### config.mk
export PLATFORM = sky130hd
export DESIGN_NAME = core
export DESIGN_NICKNAME = d
export VERILOG_FILES = /design/src/design/core_ctrl_pkg.sv /design/src/design/rv_isa_pkg.sv /design/src/design/core.sv /design/src/design/memory_stage.sv /design/src/design/execute_stage.sv /design/src/design/decode_stage.sv /design/src/design/fetch_stage.sv
export SDC_FILE = /design/constraint.sdc
export NUM_CORES = 2
export LEC_CHECK = 0
export BUFFER_PORTS_ARGS = -buffer_cell sky130_fd_sc_hd__buf_2
export CELL_PAD_IN_SITES_DETAIL_PLACEMENT = 0
export CELL_PAD_IN_SITES_GLOBAL_PLACEMENT = 1
export CORE_ASPECT_RATIO = 1.4
export CORE_MARGIN = 2
export CORE_UTILIZATION = 40
export DETAILED_ROUTE_END_ITERATION = 16
export GPL_ROUTABILITY_DRIVEN = 0
export PLACE_DENSITY_LB_ADDON = 0.1
export REMOVE_ABC_BUFFERS = 1
export SLEW_MARGIN = 25
export SYNTH_ARGS = -nofsm -noshare
export SYNTH_HDL_FRONTEND = slang
export SYNTH_HIERARCHICAL = 1
export SYNTH_SLANG_ARGS = --single-unit
### constraint.sdc
create_clock -name clk_i -period 10.6 [get_ports clk_i]
set_input_delay 2.65 -clock clk_i [delete_from_list [all_inputs] [get_ports clk_i]]
set_output_delay 2.65 -clock clk_i [all_outputs]
set_load 0.02 [all_outputs]
### src/design/core_ctrl_pkg.sv
package core_ctrl_pkg;

    // ALU operation carried from decode to execute
    typedef enum logic [3:0] {
        ALU_ADD,
        ALU_SUB,
        ALU_AND,
        ALU_OR,
        ALU_XOR,
        ALU_SLL,
        ALU_SRL,
        ALU_SRA,
        ALU_SLT,
        ALU_SLTU,
        ALU_PASS_B // LUI
    } alu_op_e;

    typedef enum logic [1:0] {
        WB_ALU,
        WB_LOAD,
        WB_PC4
    } wb_sel_e;

    // Operand source in execute
    typedef enum logic [1:0] {
        FWD_RF,
        FWD_EXMEM,
        FWD_MEMWB
    } fwd_sel_e;

endpackage

### src/design/rv_isa_pkg.sv
package rv_isa_pkg;

    typedef logic [31:0] xlen_t;
    typedef logic [4:0]  reg_idx_t;

    // Major opcodes of the supported subset
    typedef enum logic [6:0] {
        OPC_OP     = 7'b0110011,
        OPC_OP_IMM = 7'b0010011,
        OPC_LUI    = 7'b0110111,
        OPC_AUIPC  = 7'b0010111,
        OPC_LOAD   = 7'b0000011,
        OPC_STORE  = 7'b0100011,
        OPC_BRANCH = 7'b1100011,
        OPC_JAL    = 7'b1101111,
        OPC_JALR   = 7'b1100111
    } rv_opcode_e;

    typedef enum logic [2:0] {
        F3_ADD  = 3'b000, // ADD and SUB
        F3_SLL  = 3'b001,
        F3_SLT  = 3'b010,
        F3_SLTU = 3'b011,
        F3_XOR  = 3'b100,
        F3_SR   = 3'b101, // SRL and SRA
        F3_OR   = 3'b110,
        F3_AND  = 3'b111
    } alu_funct3_e;

    typedef enum logic [2:0] {
        F3_BEQ = 3'b000,
        F3_BNE = 3'b001,
        F3_BLT = 3'b100,
        F3_BGE = 3'b101
    } branch_funct3_e;

endpackage
### src/design/core.sv
`timescale 1ns/1ns

module core import rv_isa_pkg::*, core_ctrl_pkg::*; #(
    parameter xlen_t RESET_PC = 32'h0000_0000
) (
    input  logic        clk_i,
    input  logic        rst_n_i,
    input  logic        instr_ready_i,
    input  xlen_t       instr_data_i,
    input  logic        data_ready_i,
    input  xlen_t       data_rdata_i,
    output logic [29:0] instr_addr_o,
    output logic        data_en_o,
    output logic [29:0] data_addr_o,
    output logic [3:0]  data_wen_o,
    output xlen_t       data_wdata_o
);
    logic       freeze, stall, redirect;
    xlen_t      redirect_pc;
    // IF/ID
    logic       if_valid;
    xlen_t      if_instr, if_pc;
    // ID/EX
    logic       id_valid, id_op1_pc, id_op2_imm, id_branch, id_jump, id_jalr;
    logic       id_load, id_store, id_reg_wen;
    xlen_t      id_pc, id_rs1_val, id_rs2_val, id_imm;
    reg_idx_t   id_rs1, id_rs2, id_rd;
    alu_op_e    id_alu_op;
    logic [2:0] id_funct3;
    wb_sel_e    id_wb_sel;
    // EX/MEM
    logic       ex_valid, ex_load, ex_store, ex_reg_wen;
    xlen_t      ex_alu, ex_store_data, ex_pc4;
    reg_idx_t   ex_rd;
    wb_sel_e    ex_wb_sel;
    // MEM/WB
    logic       wb_valid, wb_reg_wen, wb_en;
    reg_idx_t   wb_rd;
    wb_sel_e    wb_sel;
    xlen_t      wb_alu, wb_load, wb_pc4, wb_data;

    assign freeze = data_en_o & ~data_ready_i; // Data port busy stops every stage
    assign wb_en  = wb_valid & wb_reg_wen;

    always_comb begin
        case (wb_sel)
            WB_LOAD: wb_data = wb_load;
            WB_PC4:  wb_data = wb_pc4;
            default: wb_data = wb_alu;
        endcase
    end

    fetch_stage #(
        .RESET_PC(RESET_PC)
    ) u_fetch (
        .clk_i(clk_i),
        .rst_n_i(rst_n_i),
        .freeze_i(freeze),
        .stall_i(stall),
        .redirect_i(redirect),
        .redirect_pc_i(redirect_pc),
        .instr_ready_i(instr_ready_i),
        .instr_data_i(instr_data_i),
        .instr_addr_o(instr_addr_o),
        .if_valid_o(if_valid),
        .if_instr_o(if_instr),
        .if_pc_o(if_pc)
    );

    decode_stage u_decode (
        .clk_i(clk_i),
        .rst_n_i(rst_n_i),
        .freeze_i(freeze),
        .flush_i(redirect),
        .if_valid_i(if_valid),
        .if_instr_i(if_instr),
        .if_pc_i(if_pc),
        .wb_en_i(wb_en),
        .wb_rd_i(wb_rd),
        .wb_data_i(wb_data),
        .stall_o(stall),
        .id_valid_o(id_valid),
        .id_pc_o(id_pc),
        .id_rs1_o(id_rs1),
        .id_rs2_o(id_rs2),
        .id_rs1_val_o(id_rs1_val),
        .id_rs2_val_o(id_rs2_val),
        .id_imm_o(id_imm),
        .id_rd_o(id_rd),
        .id_alu_op_o(id_alu_op),
        .id_op1_pc_o(id_op1_pc),
        .id_op2_imm_o(id_op2_imm),
        .id_branch_o(id_branch),
        .id_jump_o(id_jump),
        .id_jalr_o(id_jalr),
        .id_funct3_o(id_funct3),
        .id_load_o(id_load),
        .id_store_o(id_store),
        .id_reg_wen_o(id_reg_wen),
        .id_wb_sel_o(id_wb_sel)
    );

    execute_stage u_execute (
        .clk_i(clk_i),
        .rst_n_i(rst_n_i),
        .freeze_i(freeze),
        .id_valid_i(id_valid),
        .id_pc_i(id_pc),
        .id_rs1_i(id_rs1),
        .id_rs2_i(id_rs2),
        .id_rs1_val_i(id_rs1_val),
        .id_rs2_val_i(id_rs2_val),
        .id_imm_i(id_imm),
        .id_rd_i(id_rd),
        .id_alu_op_i(id_alu_op),
        .id_op1_pc_i(id_op1_pc),
        .id_op2_imm_i(id_op2_imm),
        .id_branch_i(id_branch),
        .id_jump_i(id_jump),
        .id_jalr_i(id_jalr),
        .id_funct3_i(id_funct3),
        .id_load_i(id_load),
        .id_store_i(id_store),
        .id_reg_wen_i(id_reg_wen),
        .id_wb_sel_i(id_wb_sel),
        .mem_valid_i(ex_valid),
        .mem_reg_wen_i(ex_reg_wen),
        .mem_rd_i(ex_rd),
        .mem_alu_i(ex_alu),
        .wb_valid_i(wb_valid),
        .wb_reg_wen_i(wb_reg_wen),
        .wb_rd_i(wb_rd),
        .wb_data_i(wb_data),
        .redirect_o(redirect),
        .redirect_pc_o(redirect_pc),
        .ex_valid_o(ex_valid),
        .ex_alu_o(ex_alu),
        .ex_store_data_o(ex_store_data),
        .ex_rd_o(ex_rd),
        .ex_load_o(ex_load),
        .ex_store_o(ex_store),
        .ex_reg_wen_o(ex_reg_wen),
        .ex_wb_sel_o(ex_wb_sel),
        .ex_pc4_o(ex_pc4)
    );

    memory_stage u_memory (
        .clk_i(clk_i),
        .rst_n_i(rst_n_i),
        .freeze_i(freeze),
        .ex_valid_i(ex_valid),
        .ex_alu_i(ex_alu),
        .ex_store_data_i(ex_store_data),
        .ex_rd_i(ex_rd),
        .ex_load_i(ex_load),
        .ex_store_i(ex_store),
        .ex_reg_wen_i(ex_reg_wen),
        .ex_wb_sel_i(ex_wb_sel),
        .ex_pc4_i(ex_pc4),
        .data_rdata_i(data_rdata_i),
        .data_en_o(data_en_o),
        .data_addr_o(data_addr_o),
        .data_wen_o(data_wen_o),
        .data_wdata_o(data_wdata_o),
        .wb_valid_o(wb_valid),
        .wb_reg_wen_o(wb_reg_wen),
        .wb_rd_o(wb_rd),
        .wb_sel_o(wb_sel),
        .wb_alu_o(wb_alu),
        .wb_load_o(wb_load),
        .wb_pc4_o(wb_pc4)
    );

endmodule

### src/design/memory_stage.sv
`timescale 1ns/1ns

module memory_stage import rv_isa_pkg::*, core_ctrl_pkg::*; (
    input  logic        clk_i,
    input  logic        rst_n_i,
    input  logic        freeze_i,
    input  logic        ex_valid_i,
    input  xlen_t       ex_alu_i,
    input  xlen_t       ex_store_data_i,
    input  reg_idx_t    ex_rd_i,
    input  logic        ex_load_i,
    input  logic        ex_store_i,
    input  logic        ex_reg_wen_i,
    input  wb_sel_e     ex_wb_sel_i,
    input  xlen_t       ex_pc4_i,
    input  xlen_t       data_rdata_i,
    output logic        data_en_o,
    output logic [29:0] data_addr_o,
    output logic [3:0]  data_wen_o,
    output xlen_t       data_wdata_o,
    output logic        wb_valid_o,
    output logic        wb_reg_wen_o,
    output reg_idx_t    wb_rd_o,
    output wb_sel_e     wb_sel_o,
    output xlen_t       wb_alu_o,
    output xlen_t       wb_load_o,
    output xlen_t       wb_pc4_o
);
    // Held steady by the freeze until the port is ready
    assign data_en_o    = ex_valid_i && (ex_load_i || ex_store_i);
    assign data_addr_o  = ex_alu_i[31:2];
    assign data_wen_o   = (ex_valid_i && ex_store_i) ? 4'hf : 4'h0; // SW only
    assign data_wdata_o = ex_store_data_i;

    always_ff @(posedge clk_i) begin
        if (!rst_n_i) begin
            wb_valid_o <= 1'b0;
        end else if (!freeze_i) begin
            wb_valid_o <= ex_valid_i;
        end
    end

    // MEM/WB payload
    always_ff @(posedge clk_i) begin
        if (!freeze_i) begin
            wb_reg_wen_o <= ex_reg_wen_i;
            wb_rd_o      <= ex_rd_i;
            wb_sel_o     <= ex_wb_sel_i;
            wb_alu_o     <= ex_alu_i;
            wb_load_o    <= data_rdata_i; // Valid in the ready cycle
            wb_pc4_o     <= ex_pc4_i;
        end
    end

endmodule

### src/design/execute_stage.sv
`timescale 1ns/1ns

module execute_stage import rv_isa_pkg::*, core_ctrl_pkg::*; (
    input  logic       clk_i,
    input  logic       rst_n_i,
    input  logic       freeze_i,
    input  logic       id_valid_i,
    input  xlen_t      id_pc_i,
    input  reg_idx_t   id_rs1_i,
    input  reg_idx_t   id_rs2_i,
    input  xlen_t      id_rs1_val_i,
    input  xlen_t      id_rs2_val_i,
    input  xlen_t      id_imm_i,
    input  reg_idx_t   id_rd_i,
    input  alu_op_e    id_alu_op_i,
    input  logic       id_op1_pc_i,
    input  logic       id_op2_imm_i,
    input  logic       id_branch_i,
    input  logic       id_jump_i,
    input  logic       id_jalr_i,
    input  logic [2:0] id_funct3_i,
    input  logic       id_load_i,
    input  logic       id_store_i,
    input  logic       id_reg_wen_i,
    input  wb_sel_e    id_wb_sel_i,
    input  logic       mem_valid_i,
    input  logic       mem_reg_wen_i,
    input  reg_idx_t   mem_rd_i,
    input  xlen_t      mem_alu_i,
    input  logic       wb_valid_i,
    input  logic       wb_reg_wen_i,
    input  reg_idx_t   wb_rd_i,
    input  xlen_t      wb_data_i,
    output logic       redirect_o,
    output xlen_t      redirect_pc_o,
    output logic       ex_valid_o,
    output xlen_t      ex_alu_o,
    output xlen_t      ex_store_data_o,
    output reg_idx_t   ex_rd_o,
    output logic       ex_load_o,
    output logic       ex_store_o,
    output logic       ex_reg_wen_o,
    output wb_sel_e    ex_wb_sel_o,
    output xlen_t      ex_pc4_o
);
    fwd_sel_e fwd_a, fwd_b;
    xlen_t    exmem_val, rs1_fwd, rs2_fwd;
    xlen_t    op_a, op_b, alu_res, pc4;
    logic     take_branch;

    // Newest producer wins
    function automatic fwd_sel_e fwd_src(input reg_idx_t rs);
        if (rs != '0 && mem_valid_i && mem_reg_wen_i && mem_rd_i == rs) begin
            return FWD_EXMEM;
        end else if (rs != '0 && wb_valid_i && wb_reg_wen_i && wb_rd_i == rs) begin
            return FWD_MEMWB;
        end
        return FWD_RF;
    endfunction

    // A jump in EX/MEM forwards its link value
    assign exmem_val = (ex_wb_sel_o == WB_PC4) ? ex_pc4_o : mem_alu_i;

    always_comb begin
        fwd_a = fwd_src(id_rs1_i);
        fwd_b = fwd_src(id_rs2_i);
        case (fwd_a)
            FWD_EXMEM: rs1_fwd = exmem_val;
            FWD_MEMWB: rs1_fwd = wb_data_i;
            default:   rs1_fwd = id_rs1_val_i;
        endcase
        case (fwd_b)
            FWD_EXMEM: rs2_fwd = exmem_val;
            FWD_MEMWB: rs2_fwd = wb_data_i;
            default:   rs2_fwd = id_rs2_val_i;
        endcase
    end

    assign op_a = id_op1_pc_i ? id_pc_i : rs1_fwd;
    assign op_b = id_op2_imm_i ? id_imm_i : rs2_fwd;
    assign pc4  = id_pc_i + 32'd4;

    always_comb begin
        case (id_alu_op_i)
            ALU_ADD:    alu_res = op_a + op_b;
            ALU_SUB:    alu_res = op_a - op_b;
            ALU_AND:    alu_res = op_a & op_b;
            ALU_OR:     alu_res = op_a | op_b;
            ALU_XOR:    alu_res = op_a ^ op_b;
            ALU_SLL:    alu_res = op_a << op_b[4:0];
            ALU_SRL:    alu_res = op_a >> op_b[4:0];
            ALU_SRA:    alu_res = xlen_t'($signed(op_a) >>> op_b[4:0]);
            ALU_SLT:    alu_res = {31'b0, $signed(op_a) < $signed(op_b)};
            ALU_SLTU:   alu_res = {31'b0, op_a < op_b};
            ALU_PASS_B: alu_res = op_b;
            default:    alu_res = '0;
        endcase
    end

    always_comb begin
        case (branch_funct3_e'(id_funct3_i))
            F3_BEQ:  take_branch = (rs1_fwd == rs2_fwd);
            F3_BNE:  take_branch = (rs1_fwd != rs2_fwd);
            F3_BLT:  take_branch = ($signed(rs1_fwd) < $signed(rs2_fwd));
            F3_BGE:  take_branch = ($signed(rs1_fwd) >= $signed(rs2_fwd));
            default: take_branch = 1'b0;
        endcase
    end

    assign redirect_o    = id_valid_i && (id_jump_i || (id_branch_i && take_branch));
    assign redirect_pc_o = id_branch_i ? (id_pc_i + id_imm_i)
                                       : {alu_res[31:1], alu_res[0] & ~id_jalr_i};

    always_ff @(posedge clk_i) begin
        if (!rst_n_i) begin
            ex_valid_o <= 1'b0;
        end else if (!freeze_i) begin
            ex_valid_o <= id_valid_i;
        end
    end

    // EX/MEM payload
    always_ff @(posedge clk_i) begin
        if (!freeze_i) begin
            ex_alu_o        <= alu_res;
            ex_store_data_o <= rs2_fwd;
            ex_rd_o         <= id_rd_i;
            ex_load_o       <= id_load_i;
            ex_store_o      <= id_store_i;
            ex_reg_wen_o    <= id_reg_wen_i;
            ex_wb_sel_o     <= id_wb_sel_i;
            ex_pc4_o        <= pc4;
        end
    end

endmodule

### src/design/decode_stage.sv
`timescale 1ns/1ns

module decode_stage import rv_isa_pkg::*, core_ctrl_pkg::*; (
    input  logic       clk_i,
    input  logic       rst_n_i,
    input  logic       freeze_i,
    input  logic       flush_i,
    input  logic       if_valid_i,
    input  xlen_t      if_instr_i,
    input  xlen_t      if_pc_i,
    input  logic       wb_en_i,
    input  reg_idx_t   wb_rd_i,
    input  xlen_t      wb_data_i,
    output logic       stall_o,
    output logic       id_valid_o,
    output xlen_t      id_pc_o,
    output reg_idx_t   id_rs1_o,
    output reg_idx_t   id_rs2_o,
    output xlen_t      id_rs1_val_o,
    output xlen_t      id_rs2_val_o,
    output xlen_t      id_imm_o,
    output reg_idx_t   id_rd_o,
    output alu_op_e    id_alu_op_o,
    output logic       id_op1_pc_o,
    output logic       id_op2_imm_o,
    output logic       id_branch_o,
    output logic       id_jump_o,
    output logic       id_jalr_o,
    output logic [2:0] id_funct3_o,
    output logic       id_load_o,
    output logic       id_store_o,
    output logic       id_reg_wen_o,
    output wb_sel_e    id_wb_sel_o
);
    xlen_t      regs_q [1:31]; // x0 is not stored
    reg_idx_t   rs1, rs2, rd;
    rv_opcode_e opcode;
    logic [2:0] funct3;
    xlen_t      rs1_val, rs2_val, imm;
    alu_op_e    alu_op;
    logic       op1_pc, op2_imm, branch, jump, jalr, load, store, reg_wen;
    wb_sel_e    wb_sel;

    function automatic alu_op_e alu_decode(input logic [2:0] f3, input logic f7_b5,
                                           input logic is_reg);
        case (alu_funct3_e'(f3))
            F3_ADD:  return (is_reg && f7_b5) ? ALU_SUB : ALU_ADD; // No SUBI
            F3_SLL:  return ALU_SLL;
            F3_SLT:  return ALU_SLT;
            F3_SLTU: return ALU_SLTU;
            F3_XOR:  return ALU_XOR;
            F3_SR:   return f7_b5 ? ALU_SRA : ALU_SRL;
            F3_OR:   return ALU_OR;
            default: return ALU_AND;
        endcase
    endfunction

    assign rs1    = if_instr_i[19:15];
    assign rs2    = if_instr_i[24:20];
    assign rd     = if_instr_i[11:7];
    assign funct3 = if_instr_i[14:12];
    assign opcode = rv_opcode_e'(if_instr_i[6:0]);

    always_ff @(posedge clk_i) begin
        if (wb_en_i && wb_rd_i != '0) begin
            regs_q[wb_rd_i] <= wb_data_i;
        end
    end

    // Same-cycle write shows through to the read
    assign rs1_val = (rs1 == '0) ? '0 :
                     (wb_en_i && wb_rd_i == rs1) ? wb_data_i : regs_q[rs1];
    assign rs2_val = (rs2 == '0) ? '0 :
                     (wb_en_i && wb_rd_i == rs2) ? wb_data_i : regs_q[rs2];

    always_comb begin
        imm     = {{20{if_instr_i[31]}}, if_instr_i[31:20]}; // I-type by default
        alu_op  = ALU_ADD;
        op1_pc  = 1'b0;
        op2_imm = 1'b1;
        branch  = 1'b0;
        jump    = 1'b0;
        jalr    = 1'b0;
        load    = 1'b0;
        store   = 1'b0;
        reg_wen = 1'b0;
        wb_sel  = WB_ALU;
        case (opcode)
            OPC_OP: begin
                op2_imm = 1'b0;
                alu_op  = alu_decode(funct3, if_instr_i[30], 1'b1);
                reg_wen = 1'b1;
            end
            OPC_OP_IMM: begin
                alu_op  = alu_decode(funct3, if_instr_i[30], 1'b0);
                reg_wen = 1'b1;
            end
            OPC_LUI, OPC_AUIPC: begin
                imm     = {if_instr_i[31:12], 12'b0};
                alu_op  = (opcode == OPC_LUI) ? ALU_PASS_B : ALU_ADD;
                op1_pc  = (opcode == OPC_AUIPC);
                reg_wen = 1'b1;
            end
            OPC_LOAD: begin
                load    = 1'b1;
                reg_wen = 1'b1;
                wb_sel  = WB_LOAD;
            end
            OPC_STORE: begin
                imm   = {{20{if_instr_i[31]}}, if_instr_i[31:25], if_instr_i[11:7]};
                store = 1'b1;
            end
            OPC_BRANCH: begin
                imm     = {{19{if_instr_i[31]}}, if_instr_i[31], if_instr_i[7],
                           if_instr_i[30:25], if_instr_i[11:8], 1'b0};
                op2_imm = 1'b0;
                branch  = 1'b1;
            end
            OPC_JAL, OPC_JALR: begin
                if (opcode == OPC_JAL) begin
                    imm = {{11{if_instr_i[31]}}, if_instr_i[31], if_instr_i[19:12],
                           if_instr_i[20], if_instr_i[30:21], 1'b0};
                end
                op1_pc  = (opcode == OPC_JAL); // ALU forms the jump target
                jump    = 1'b1;
                jalr    = (opcode == OPC_JALR);
                reg_wen = 1'b1;
                wb_sel  = WB_PC4;
            end
            default: ; // Unknown opcode decodes as a NOP
        endcase
    end

    // Load-use hazard holds IF/ID one cycle and sends a bubble into EX
    assign stall_o = id_valid_o && id_load_o && (id_rd_o != '0) && if_valid_i &&
                     ((id_rd_o == rs1) || (id_rd_o == rs2));

    always_ff @(posedge clk_i) begin
        if (!rst_n_i) begin
            id_valid_o <= 1'b0;
        end else if (!freeze_i) begin
            id_valid_o <= if_valid_i && !flush_i && !stall_o;
        end
    end

    // ID/EX payload qualified by id_valid_o
    always_ff @(posedge clk_i) begin
        if (!freeze_i) begin
            id_pc_o      <= if_pc_i;
            id_rs1_o     <= rs1;
            id_rs2_o     <= rs2;
            id_rs1_val_o <= rs1_val;
            id_rs2_val_o <= rs2_val;
            id_imm_o     <= imm;
            id_rd_o      <= rd;
            id_alu_op_o  <= alu_op;
            id_op1_pc_o  <= op1_pc;
            id_op2_imm_o <= op2_imm;
            id_branch_o  <= branch;
            id_jump_o    <= jump;
            id_jalr_o    <= jalr;
            id_funct3_o  <= funct3;
            id_load_o    <= load;
            id_store_o   <= store;
            id_reg_wen_o <= reg_wen;
            id_wb_sel_o  <= wb_sel;
        end
    end

endmodule

### src/design/fetch_stage.sv
`timescale 1ns/1ns

module fetch_stage import rv_isa_pkg::*; #(
    parameter xlen_t RESET_PC = 32'h0000_0000
) (
    input  logic        clk_i,
    input  logic        rst_n_i,
    input  logic        freeze_i,
    input  logic        stall_i,
    input  logic        redirect_i,
    input  xlen_t       redirect_pc_i,
    input  logic        instr_ready_i,
    input  xlen_t       instr_data_i,
    output logic [29:0] instr_addr_o,
    output logic        if_valid_o,
    output xlen_t       if_instr_o,
    output xlen_t       if_pc_o
);
    xlen_t pc_q;
    logic  accept;

    assign instr_addr_o = pc_q[31:2]; // Word address to the instruction port
    assign accept       = !freeze_i && !stall_i && !redirect_i && instr_ready_i;

    always_ff @(posedge clk_i) begin
        if (!rst_n_i) begin
            pc_q       <= RESET_PC;
            if_valid_o <= 1'b0;
        end else if (!freeze_i) begin
            if (redirect_i) begin
                pc_q       <= redirect_pc_i;
                if_valid_o <= 1'b0; // Drop the word fetched this cycle
            end else if (!stall_i) begin
                if_valid_o <= instr_ready_i; // Bubble while the port is busy
                if (instr_ready_i) begin
                    pc_q <= pc_q + 32'd4;
                end
            end
        end
    end

    // IF/ID payload
    always_ff @(posedge clk_i) begin
        if (accept) begin
            if_instr_o <= instr_data_i;
            if_pc_o    <= pc_q;
        end
    end

endmodule

==> run summary <==
DR iter-0 viols: 6954
Clock Root Buffer: clkbuf_16
fmax: 110.7 MHz
DR vias: 58213
Critical Path AT: 9740 ps
largest net degree at the start of global routing: 124
Reg2Reg Launch Point: u_memory/wb_rd_o[3]
post-route setup TNS: 0 ps
flops & latches, synth: 1462
EDFF count, synth: 1426
worst-margin pin slew: 1156 ps
yosys synthesis warning count: 6
post-cts sizing count: 0
Tot Pwr: 15.58 mW
GR Util met1: 38.41%
final cell count without fillers: 8870
CP Launch Type: flip-flop
gr usage total: 32.38%
CP Launch Point: u_memory/wb_rd_o[3]
fin util: 44.42%
Seq/Total Area, Yosys: 54.40%
Slowest-stage cell, CP: o21ai_1
Routed WL per cell: 38.23 um
Peak VDD IR: 0.1376 mV
core area: 199300 um2
hold path startpoint: u_fetch/if_pc_o[28]
clk_lat worst skew: 840 ps
Cell Area, Synth: 80040 um2
Worst Path Max Fanout: 21
CTS max path bufs: 4
die area: 203700 um2
clk sinks: 1462
antenna viol nets, final: 0
leakage power: 31.56 nW
CTS Buf Count: 159
pre-CTS WS: 1961 ps
number of hold buffers added after cts: 0
crit path setup slack, layout: 1569 ps
Mapped Avg Cell Area: 13.12 um2
max-slew violations: 0
area delta synth->final: 10.60%
CP bufs+invs: 0
CTS tree: built
fin nets: 6347
WHS: 414.7 ps
Die Width: 382.1 um
final instance area: 88530 um2
vias in the first global route: 56931
setup repair after global routing missed its margin: no
initial antenna violation count: 12
hpwl dp: 221900 um
Setup Buffers After CTS: 0
Routed WL: 339100 um
Synth async-reset ratio: 0%
Pwr Density: 176.0 nW/um2
GRT busiest layer: met2
Die Y: 533.3 um
crit path cell chain: xor2_1, nor4_1, nand3_2, mux2i_1, nand2_1, o21ai_0, o21ai_1, ha_1, a221oi_1, a311oi_1, a2111oi_0, a211oi_1, o211ai_1, a221oi_1, o31ai_1, a2111oi_0, a211o_1, a21o_1, mux2_2, and4_1, a31oi_1, nand3_1
Inst Count DP: 8591
Rows: 194
share of layout cells above drive strength 1: 18.69%
# port buffers: 164
CTS H-tree lvls: 4
I/O Pins: 165
via-per-instance ratio: 6.563
first-pass GRT wire length: 460200 um
Worst setup EP type: flip-flop
post-synthesis instance total: 6100
worst hold path class: flip-flop to flip-flop
post-synth cell types: 114
final setup fails: 0
CTS clock-pin slew for the worst setup and hold paths: 70 ps
grt met3 use: 4.587%
Min Clock Period, post-route: 9031 ps
Initial Utilization: 40.16%
CP Class: flip-flop to flip-flop
Tcrit/Tclk final: 85.20%
Largest stage delay, worst path: 960 ps
Slew headroom: 20.75%
drt pass-1 iters: 8
Fin. Hold Viols: 0
GR Util met2: 54.46%
Req. time, crit path: 11310 ps
Most used DFF post-synth: edfxtp_1
clock skew: 57.99 ps
MaxCap Viol Count: 0
Post-Place Cell Area: 83670 um2
Top Family by Delay on Critical Path: compound AO/OA/AOI/OAI gates
DR DRC count: 0
GR Overflow Total: 0
status: finished clean
## cell usage in the layout, fill, tap and decap left out, types with 93 or more instances in the layout
cell type / instances
ha_1: 168
mux2i_1: 606
mux2_2: 95
nor2_1: 315
buf_2: 164
a211oi_1: 117
inv_1: 155
buf_4: 212
clkbuf_16: 162
mux4_2: 291
nand2_1: 345
a22oi_1: 93
a21oi_1: 223
edfxtp_1: 1426
o21ai_0: 177
## Yosys cell counts (28+ instances only)
cell type     n  area (um2)
o221ai_1     55       481.7
o31a_1       38       332.8
dfxtp_1      36       720.7
a221o_1      39       390.4
mux2i_1     612        6126
o22ai_1      55       344.1
nor2_1      351        1318
a31oi_1      45       281.5
a221oi_1     79       691.9
mux4_2      291        6554
xor2_1       31       271.5
nand2b_1     35       219.0
nor2b_1      60       375.4
nand3_1      83       415.4
buf_4       121       908.4
o21ai_0     194       970.9
a21o_1       55       412.9
nor3_1       89       445.4
inv_1       160       600.6
a21oi_1     223        1116
buf_2       127       635.6
o31ai_1      40       300.3
a22oi_1      93       698.2
o211ai_1     50       375.4
xnor2_1      71       621.9
nand2_1     346        1299
buf_1        28       105.1
edfxtp_1   1426       42820
ha_1        170        2127
a41oi_1      31       271.5
a211oi_1    117       878.3
and3_1       30       187.7
o21ai_1      69       345.3
mux2_2       95        1070
nand4_1      56       350.3
clkbuf_1    233       874.6
## flip-flops by register name, indices dropped and copies added, names as in the netlist, 3 cells and up
name	cells
u_memory/wb_alu_o	32
u_decode/id_rs1_o	5
u_decode/regs_q	992
u_fetch/pc_q	32
u_execute/ex_store_data_o	32
u_decode/id_rs1_val_o	32
u_fetch/if_pc_o	32
u_execute/ex_pc4_o	32
u_memory/wb_load_o	32
u_decode/id_rs2_val_o	32
u_decode/id_alu_op_o	4
u_decode/id_rd_o	5
u_decode/id_imm_o	32
u_fetch/if_instr_o	32
u_execute/ex_rd_o	5
u_execute/ex_alu_o	32
u_memory/wb_pc4_o	32
u_decode/id_pc_o	32
u_decode/id_rs2_o	5
u_decode/id_funct3_o	3
u_memory/wb_rd_o	5
## area by class of cell
type,count,area [um2]
multi-input cells,3930,33570
clock inverters,80,656.9
inverters,167,639.4
clock buffers,196,4192
diodes,3,7.507
fillers,18088,110800
flip-flops and latches,1462,43540
repair buffers,386,2613
well taps,2646,3311
## cell families (layout without fill, tap and decap cells)
family	Yosys count	after routing	share of synthesized area, %
AO/OA/AOI/OAI	1447	1447	12.85
XOR/XNOR	102	102	1.116
adder cells (fa/ha/maj)	173	173	2.732
buffers and inverters	708	829	4.404
flip-flops	1462	1462	54.40
multiplexers	1006	1006	17.32
other	0	3	0
AND/OR/NAND/NOR	1202	1202	7.180
## power by group
| group | internal [mW] | switching (mW) |
|---|---|---|
| Combinational | 0.909 | 2.12 |
| Clock | 3.05 | 2.34 |
| Sequential | 6.92 | 0.242 |
## layer usage
metal	routed length (um)	up-vias
met5	13	-
met4	27540	2
met3	22910	847
met2	165100	3155
met1	123600	30045
li1	-	24164
## worst paths after layout
kind	end	slack, ps	cells after the start
worst max-delay path	u_fetch/pc_q[30]	1570	22
worst min-delay path	u_decode/id_pc_o[28]	410	0
worst max register to register	u_fetch/pc_q[30]	1570	22
worst min register to register	u_decode/id_pc_o[28]	410	0
Note: power is estimated with default switching activity, not from simulation.
